<file path="src/glbPkg.sv">
// Buffer sizes and address types shared by every unit of the banked global buffer
`default_nettype none

package glbPkg;

    // ========================================================================
    // Buffer geometry
    // ========================================================================
    localparam int DataWidth    = 32;
    localparam int NumBank      = 4;
    localparam int BankDepth    = 16;

    // Row inside one bank, and the bank select above it
    localparam int RowWidth     = 4;
    localparam int BankIdxWidth = 2;

    // Flat address over all 64 words of the banks
    localparam int BufAddrWidth = 6;

    // Extra top bit so a full buffer and an empty one differ
    localparam int PtrWidth     = 7;

    // ========================================================================
    // Bank address decoding
    // ========================================================================

    // Split view with the bank index on top and the row within the bank below
    typedef struct packed {
        logic [BankIdxWidth-1:0] bankIdx;
        logic [RowWidth-1:0]     row;
    } glbBankAddr_s;

    // Controllers write the flat view and the bank array reads the split view.
    // Taking the low bits as row is the same as subtracting bankIdx * BankDepth
    typedef union packed {
        logic [BufAddrWidth-1:0] flat;
        glbBankAddr_s            split;
    } glbAddr_u;

endpackage

`default_nettype wire

</file>
<file path="src/glbReqIf.sv">
// One bank request between a pointer controller and the bank array; instantiate once per port
`timescale 1ns/10ps
`default_nettype none

interface glbReqIf;
    import glbPkg::*;

    // Done at the edge where req and gnt are both high
    logic                 req;
    glbAddr_u             addr;
    // Write payload, or read data one cycle after the grant
    logic [DataWidth-1:0] data;
    logic                 gnt;

    // Controller side
    modport writer (output req, output addr, output data, input gnt);
    modport reader (output req, output addr, input data, input gnt);

    // Bank array side
    modport wrBank (input req, input addr, input data, output gnt);
    modport rdBank (input req, input addr, output data, output gnt);

endinterface

`default_nettype wire

</file>
<file path="src/glbBank.sv">
// Single-port SRAM bank model with registered read data; one instance per bank
`timescale 1ns/10ps
`default_nettype none

module glbBank (
    input  logic                         clk,
    input  logic                         en,
    input  logic                         we,
    input  logic [glbPkg::RowWidth-1:0]  row,
    input  logic [glbPkg::DataWidth-1:0] wdata,
    output logic [glbPkg::DataWidth-1:0] rdata
);
    import glbPkg::*;

    logic [DataWidth-1:0] mem [BankDepth];

    // One access per cycle, either write or read
    always_ff @(posedge clk) begin
        if (en) begin
            if (we) begin
                mem[row] <= wdata;
            end else begin
                rdata <= mem[row];
            end
        end
    end

endmodule

`default_nettype wire

</file>
<file path="src/glbBankArray.sv">
// Bank array that arbitrates both requests and steers read data; instantiated by the top level
`timescale 1ns/10ps
`default_nettype none

module glbBankArray (
    input  logic    clk,
    input  logic    rst_n,
    glbReqIf.wrBank wrReq,
    glbReqIf.rdBank rdReq
);
    import glbPkg::*;

    logic [BankIdxWidth-1:0] wrBankIdx;
    logic [BankIdxWidth-1:0] rdBankIdx;
    logic [RowWidth-1:0]     wrRow;
    logic [RowWidth-1:0]     rdRow;
    logic                    conflict;
    logic [BankIdxWidth-1:0] rdBankQ;
    logic [DataWidth-1:0]    bankRdata [NumBank];

    // ========================================================================
    // Address decode and arbitration
    // ========================================================================
    assign wrBankIdx = wrReq.addr.split.bankIdx;
    assign wrRow     = wrReq.addr.split.row;
    assign rdBankIdx = rdReq.addr.split.bankIdx;
    assign rdRow     = rdReq.addr.split.row;

    // A read on the same single-port bank blocks the write
    assign conflict  = rdReq.req & (rdBankIdx == wrBankIdx);
    assign wrReq.gnt = ~conflict;
    assign rdReq.gnt = rdReq.req;

    // ========================================================================
    // Banks
    // ========================================================================
    for (genvar b = 0; b < NumBank; b++) begin : g_bank
        logic                rdSel;
        logic                wrSel;
        logic                bankEn;
        logic                bankWe;
        logic [RowWidth-1:0] bankRow;

        assign rdSel = rdReq.req & (rdBankIdx == BankIdxWidth'(b));
        assign wrSel = wrReq.req & wrReq.gnt & (wrBankIdx == BankIdxWidth'(b));

        // Read owns the port when both hit this bank
        assign bankEn  = rdSel | wrSel;
        assign bankWe  = ~rdSel;
        assign bankRow = rdSel ? rdRow : wrRow;

        glbBank i_bank (
            .clk   (clk),
            .en    (bankEn),
            .we    (bankWe),
            .row   (bankRow),
            .wdata (wrReq.data),
            .rdata (bankRdata[b])
        );
    end

    // ========================================================================
    // Read data steering
    // ========================================================================
    // Bank of the last granted read, used in its return cycle
    always_ff @(posedge clk or negedge rst_n) begin
        if (!rst_n) begin
            rdBankQ <= '0;
        end else if (rdReq.req & rdReq.gnt) begin
            rdBankQ <= rdBankIdx;
        end
    end

    assign rdReq.data = bankRdata[rdBankQ];

endmodule

`default_nettype wire

</file>
<file path="src/glbRdCtrl.sv">
// Read side of the buffer with read pointer, empty flag and fill level; instantiated by the top
`timescale 1ns/10ps
`default_nettype none

module glbRdCtrl (
    input  logic                         clk,
    input  logic                         rst_n,
    input  logic                         cfgVld,
    input  logic                         rdDatRdy,
    input  logic [glbPkg::PtrWidth-1:0]  wrPtr,
    glbReqIf.reader                      rdReq,
    output logic [glbPkg::DataWidth-1:0] rdDat,
    output logic                         rdDatVld,
    output logic                         rdEmpty,
    output logic [glbPkg::PtrWidth-1:0]  rdReqNum,
    output logic [glbPkg::PtrWidth-1:0]  rdPtr
);
    import glbPkg::*;

    logic [PtrWidth-1:0] fill;
    logic                rdFire;

    // ========================================================================
    // Status and request
    // ========================================================================
    assign fill     = wrPtr - rdPtr;
    assign rdEmpty  = (fill == '0);
    assign rdReqNum = fill;

    // No read in the configuration cycle
    assign rdReq.req       = rdDatRdy & ~rdEmpty & ~cfgVld;
    assign rdReq.addr.flat = rdPtr[BufAddrWidth-1:0];

    // Granted request moves the pointer
    assign rdFire = rdReq.req & rdReq.gnt;

    // ========================================================================
    // Read pointer
    // ========================================================================
    always_ff @(posedge clk or negedge rst_n) begin
        if (!rst_n) begin
            rdPtr <= '0;
        end else if (cfgVld) begin
            rdPtr <= '0;
        end else if (rdFire) begin
            rdPtr <= rdPtr + PtrWidth'(1);
        end
    end

    // ========================================================================
    // Returned data
    // ========================================================================
    // Bank read is registered, so valid trails the grant by one cycle.
    // A new read may issue while the previous one returns
    always_ff @(posedge clk or negedge rst_n) begin
        if (!rst_n) begin
            rdDatVld <= 1'b0;
        end else begin
            rdDatVld <= rdFire;
        end
    end

    // Data already steered to the right bank by the array
    assign rdDat = rdReq.data;

endmodule

`default_nettype wire

</file>
<file path="src/glbTop.sv">
// Top level of the banked global buffer; plain ports for configuration, write and read traffic
`timescale 1ns/10ps
`default_nettype none

module glbTop (
    input  logic                         clk,
    input  logic                         rst_n,

    // Configuration strobe
    input  logic                         cfgVld,
    input  logic [glbPkg::PtrWidth-1:0]  cfgAddrMax,

    // Write port
    input  logic [glbPkg::DataWidth-1:0] wrDat,
    input  logic                         wrDatVld,
    output logic                         wrDatRdy,
    output logic                         wrFull,
    output logic [glbPkg::PtrWidth-1:0]  wrReqNum,

    // Read port
    input  logic                         rdDatRdy,
    output logic [glbPkg::DataWidth-1:0] rdDat,
    output logic                         rdDatVld,
    output logic                         rdEmpty,
    output logic [glbPkg::PtrWidth-1:0]  rdReqNum
);
    import glbPkg::*;

    // Pointers exchanged between the controllers
    logic [PtrWidth-1:0] wrPtr;
    logic [PtrWidth-1:0] rdPtr;

    glbReqIf wrReq ();
    glbReqIf rdReq ();

    // ========================================================================
    // Controllers
    // ========================================================================
    glbWrCtrl i_wrCtrl (
        .clk        (clk),
        .rst_n      (rst_n),
        .cfgVld     (cfgVld),
        .cfgAddrMax (cfgAddrMax),
        .wrDat      (wrDat),
        .wrDatVld   (wrDatVld),
        .rdPtr      (rdPtr),
        .wrReq      (wrReq.writer),
        .wrDatRdy   (wrDatRdy),
        .wrFull     (wrFull),
        .wrReqNum   (wrReqNum),
        .wrPtr      (wrPtr)
    );

    glbRdCtrl i_rdCtrl (
        .clk      (clk),
        .rst_n    (rst_n),
        .cfgVld   (cfgVld),
        .rdDatRdy (rdDatRdy),
        .wrPtr    (wrPtr),
        .rdReq    (rdReq.reader),
        .rdDat    (rdDat),
        .rdDatVld (rdDatVld),
        .rdEmpty  (rdEmpty),
        .rdReqNum (rdReqNum),
        .rdPtr    (rdPtr)
    );

    // ========================================================================
    // Banks
    // ========================================================================
    glbBankArray i_bankArray (
        .clk   (clk),
        .rst_n (rst_n),
        .wrReq (wrReq.wrBank),
        .rdReq (rdReq.rdBank)
    );

endmodule

`default_nettype wire

</file>
<file path="src/glbWrCtrl.sv">
// Write side of the buffer with capacity, write pointer and full flag; instantiated by the top
`timescale 1ns/10ps
`default_nettype none

module glbWrCtrl (
    input  logic                         clk,
    input  logic                         rst_n,
    input  logic                         cfgVld,
    input  logic [glbPkg::PtrWidth-1:0]  cfgAddrMax,
    input  logic [glbPkg::DataWidth-1:0] wrDat,
    input  logic                         wrDatVld,
    input  logic [glbPkg::PtrWidth-1:0]  rdPtr,
    glbReqIf.writer                      wrReq,
    output logic                         wrDatRdy,
    output logic                         wrFull,
    output logic [glbPkg::PtrWidth-1:0]  wrReqNum,
    output logic [glbPkg::PtrWidth-1:0]  wrPtr
);
    import glbPkg::*;

    logic [PtrWidth-1:0] capacity;
    logic [PtrWidth-1:0] fill;
    logic                wrFire;

    // ========================================================================
    // Capacity and write pointer
    // ========================================================================
    always_ff @(posedge clk or negedge rst_n) begin
        if (!rst_n) begin
            capacity <= '0;
        end else if (cfgVld) begin
            capacity <= cfgAddrMax;
        end
    end

    assign wrFire = wrReq.req & wrReq.gnt;

    // Configuration restarts the buffer and wins over a write
    always_ff @(posedge clk or negedge rst_n) begin
        if (!rst_n) begin
            wrPtr <= '0;
        end else if (cfgVld) begin
            wrPtr <= '0;
        end else if (wrFire) begin
            wrPtr <= wrPtr + PtrWidth'(1);
        end
    end

    // ========================================================================
    // Status
    // ========================================================================
    // Modulo difference stays valid across pointer wrap
    assign fill     = wrPtr - rdPtr;
    assign wrFull   = (fill == capacity);
    assign wrReqNum = capacity - fill;

    // Request toward the bank array
    assign wrReq.req       = wrDatVld & ~wrFull & ~cfgVld;
    assign wrReq.addr.flat = wrPtr[BufAddrWidth-1:0];
    assign wrReq.data      = wrDat;

    // Low on full or when a read holds the same bank
    assign wrDatRdy = ~wrFull & wrReq.gnt;

endmodule

`default_nettype wire

</file>
<file path="config.mk">
export PLATFORM = sky130hd
export DESIGN_NAME = glbTop
export DESIGN_NICKNAME = d
export VERILOG_FILES = /design/src/glbPkg.sv /design/src/glbReqIf.sv /design/src/glbBank.sv /design/src/glbBankArray.sv /design/src/glbRdCtrl.sv /design/src/glbTop.sv /design/src/glbWrCtrl.sv
export SDC_FILE = /design/constraint.sdc
export NUM_CORES = 2
export LEC_CHECK = 0
export ABC_CLOCK_PERIOD_IN_PS = 7040
export BUFFER_PORTS_ARGS = -buffer_cell sky130_fd_sc_hd__buf_2
export CAP_MARGIN = 20
export CORE_MARGIN = 2
export CORE_UTILIZATION = 25
export DETAILED_ROUTE_END_ITERATION = 10
export PLACE_DENSITY = 0.38
export SYNTH_ARGS = -nofsm -noshare
export SYNTH_HDL_FRONTEND = slang
export SYNTH_SLANG_ARGS = --single-unit
</file>
<file path="constraint.sdc">
create_clock -name clk -period 7.04 [get_ports clk]
set_clock_uncertainty 0.15 [all_clocks]
set_input_delay 1.056 -clock clk [delete_from_list [all_inputs] [get_ports clk]]
set_output_delay 1.056 -clock clk [all_outputs]
set_load 0.01 [all_outputs]
</file>
==> impl_results.md <==
- Setup Crit Path Kind: flip-flop to flip-flop
- FP Rows: 210
- Vias in the first global route: around 44000
- Met1 Routed Length: roughly 120000 um
- Final net count: between 4000 and 5000
- Final core occ: 29.7%
- Die area: ~0.33 mm2
- Post-DRT Antenna Nets: 0
- Synth Net Count: about 4500
- Number of fill cells: between 30000 and 40000
- CP required: around 7.4 ns
- Comb pwr share: between 10 and 15%
- Post-synth EDFFs: around 2200
- IR drop worst, VDD: ~0.25 mV
- Synth cell types: 52
- Worst Path Max Fanout: 39
- Max_slew headroom: between 20% and 30%
- Commonest non-fill, non-tap cell in the layout: edfxtp_1
- Final setup viols: 0
- Outcome: finished clean
- Hpwl dp: roughly 160000 um
- Top Layer Used: met5
- Total track usage: around 16%
- Post-route insts no fill: between 9000 and 10000
- Post-synth top area cell: edfxtp_1
- GPL Wtd Cong: a little under 0.8
- Number of port buffers: 93
- Switching share of power: 26.5%
- Worst-Margin Slew: between 1 and 1.5 ns
- Final hold slack: 0.231 ns
- Sequential power share: a little under half
- #FFs+latches synth: between 2000 and 2500
- Ratio of total power to cell area: 318 mW/mm2
- Largest net degree at the start of global routing: a little under 80
- Critical Path Max Stage Delay: 0.82 ns
- Post-Place Cells: between 8000 and 9000
- Syn Area/Cell: between 15 and 20 um2
- P&R area growth vs syn: 18.2%
- Share of flip-flops with an asynchronous set or reset: about 1.1%
- Max Clock Freq: 0.165 GHz
- Commonest cells after routing, fill and taps aside: edfxtp_1, a22oi_1, mux2i_1
- Area contributors post-synth: edfxtp_1, a22oi_1, mux2i_1
- Final period util: a little under nine tenths
- GRT Residual Overflow: 0
- CTS max path bufs: 4
- Routed length on met2: between 100000 and 150000 um
- Leakage power: 32.1 nW
- Sequential area share after synthesis: around four fifths
- Worst EP arrival: between 6 and 7 ns
- CP max stage cell: mux2i_4
- # Post-CTS Setup Buffers: 0
- Metal3 WL: between 10000 and 15000 um
- MaxCap Viol Count: 0
- CTS root buf: clkbuf_16
- Sw power: a little over 8 mW
- CP Cell Sequence: inv_1, ha_1, inv_1, fa_1, a211oi_2, o21bai_1, a211o_1, and4_4, a21oi_4, buf_4, mux2i_4, nand2_1, nor2_4, buf_4
- Cell Int Power: roughly 23 mW
- Yosys top cell area share: approximately four fifths
- WL/cell: slightly below 30 um
- DR vias/cell: 4.74
- Die X: ~580 um
- Pre-antenna DRT Iters: 5
- Via count: 44141
- Fin. max-slew vios: 0
- Htree depth: 4
- Core area: around 0.33 mm2
- Yosys warning total: 0
- Detailed Route WL: about 270000 um
- Fin. Hold Viols: 0
- Clock Latency Late Sink: 0.90 ns
- Post-route DRC: 0
- Number of top-level pins: 94
- Starting density of the core: between 20% and 30%
- Ys flop type: edfxtp_1
- Mapped Cells: approximately 4500
- RSZ-0062 raised after global routing: false
- CTS tree: done
- Startpoint types: flip-flop
- Minimum clock period: about 6 ns
- Clock Power Share: a little under two fifths
- Height of the chip: 578 um
- Layout cells sized above 1: 15.8%
- Global-route wire length before repair: between 300000 and 400000 um
- Clk sinks: between 2000 and 2500
- Crit end category: flip-flop
- Initial antenna violation count: 33
- Setup TNS Final: 0 ns
- Synthesized cell area: a little over 0.08 mm2
- Hold Path Class: input pin to flip-flop
- Iter 0 DRT Violations: approximately 4300
- Num CTS Buffers: roughly 240
- Clk pin slew, worst setup/hold paths: roughly 0.06 ns
[sequential cells by signal, summed over array words and instances, names as in the netlist]
signal,cells
i_wrCtrl.capacity,7
i_bankArray.rdBankQ,2
i_rdCtrl.rdDatVld,1
i_wrCtrl.wrPtr,7
i_rdCtrl.rdPtr,7
i_bankArray.g_bank.i_bank.rdata,128
i_bankArray.g_bank.i_bank.mem,2048
[critical path: cells and delay by family, from the launching register on]
family | cells | cell delay, ns
buf+inv | 4 | 1.44
compound gates | 4 | 1.14
simple gates | 3 | 0.92
mux | 1 | 0.82
fa+ha+maj | 2 | 0.66
flops | 1 | 0.50
[kinds of logic (layout without fill, tap and decap cells)]
group,Yosys count,count (layout),share of synthesized area [%]
simple gates,298,298,2.20
other cells,0,4,0
flops,2200,2200,80.0
buf+inv,295,769,1.52
fa+ha+maj,16,16,0.261
compound gates,1185,1185,9.58
mux,465,465,6.15
xor+xnor,22,22,0.251
[layer usage]
layer,vias up,global-route usage [%]
met5,-,0
met4,2,3.34
met3,307,1.85
met2,1181,27.0
met1,23508,22.4
li1,19143,-
[what timing repair did]
item / in CTS / in global routing
hold endpoints to repair: 18 / 0
hold buffers: 1 / 0
resized for setup: 0 / 0
[cell type report]
| class | instances | area (um2) | area share, % |
|---|---|---|---|
| antenna | 4 | 10.0 | 0.0103 |
| clock inverter | 127 | 870 | 0.893 |
| multi-input combinational | 1986 | 16000 | 16.5 |
| tap | 4346 | 5440 | 5.58 |
| clock buffer | 306 | 6360 | 6.53 |
| timing repair buffer | 312 | 2680 | 2.75 |
| sequential | 2200 | 65900 | 67.7 |
| inverter | 24 | 90.1 | 0.0925 |
[synthesized netlist by cell type, types with 6 or more instances]
master	count
inv_1	22
a21oi_1	326
nand2b_1	14
mux2_2	11
mux2i_1	422
nand3_1	8
and3_1	8
nand2_1	28
a22oi_1	641
nor2b_1	32
clkbuf_1	169
dfrtp_1	24
buf_4	12
buf_1	29
or4_1	129
o22ai_1	193
xor2_1	10
xnor2_1	11
buf_2	57
nor2_1	58
ha_1	14
mux4_2	32
edfxtp_1	2176
or2_2	6
[per-stage QoR]
step | instance area (um2) | power, mW | setup slack, ns
finish | 97400 | 30.9 | 0.968
global route | 97400 | 32.1 | 0.579
CTS | 97400 | 31.3 | 0.892
detailed placement | 90200 | 19.5 | 0.970
global placement | 90100 | 19.5 | 0.982
floorplan | 82400 | 17.4 | 1.17
[worst paths after layout]
path,cells after the start,endpoint,from,slack (ns)
min in group asynchronous,2,i_wrCtrl.capacity[4],rst_n,0.58
min,3,i_wrCtrl.capacity[0],cfgAddrMax[0],0.23
max in group asynchronous,2,i_bankArray.rdBankQ[1],rst_n,5.66
min reg2reg,1,i_wrCtrl.capacity[3],i_wrCtrl.capacity[3],0.38
max reg2reg,14,i_bankArray.g_bank[0].i_bank.mem[7][5],i_wrCtrl.wrPtr[0],0.97
max,14,i_bankArray.g_bank[0].i_bank.mem[7][5],i_wrCtrl.wrPtr[0],0.97
[power by group through the flow]
| stage | clock network [mW] | logic [mW] | registers, mW |
|---|---|---|---|
| after floorplan | 0 | 2.50 | 14.9 |
| after global placement | 0 | 4.49 | 15.0 |
| after detailed placement | 0 | 4.50 | 15.0 |
| after CTS | 12.1 | 4.51 | 14.7 |
| after global routing | 12.6 | 4.76 | 14.7 |
| final | 11.8 | 4.42 | 14.7 |
Note: power is estimated with default switching activity, not from simulation.
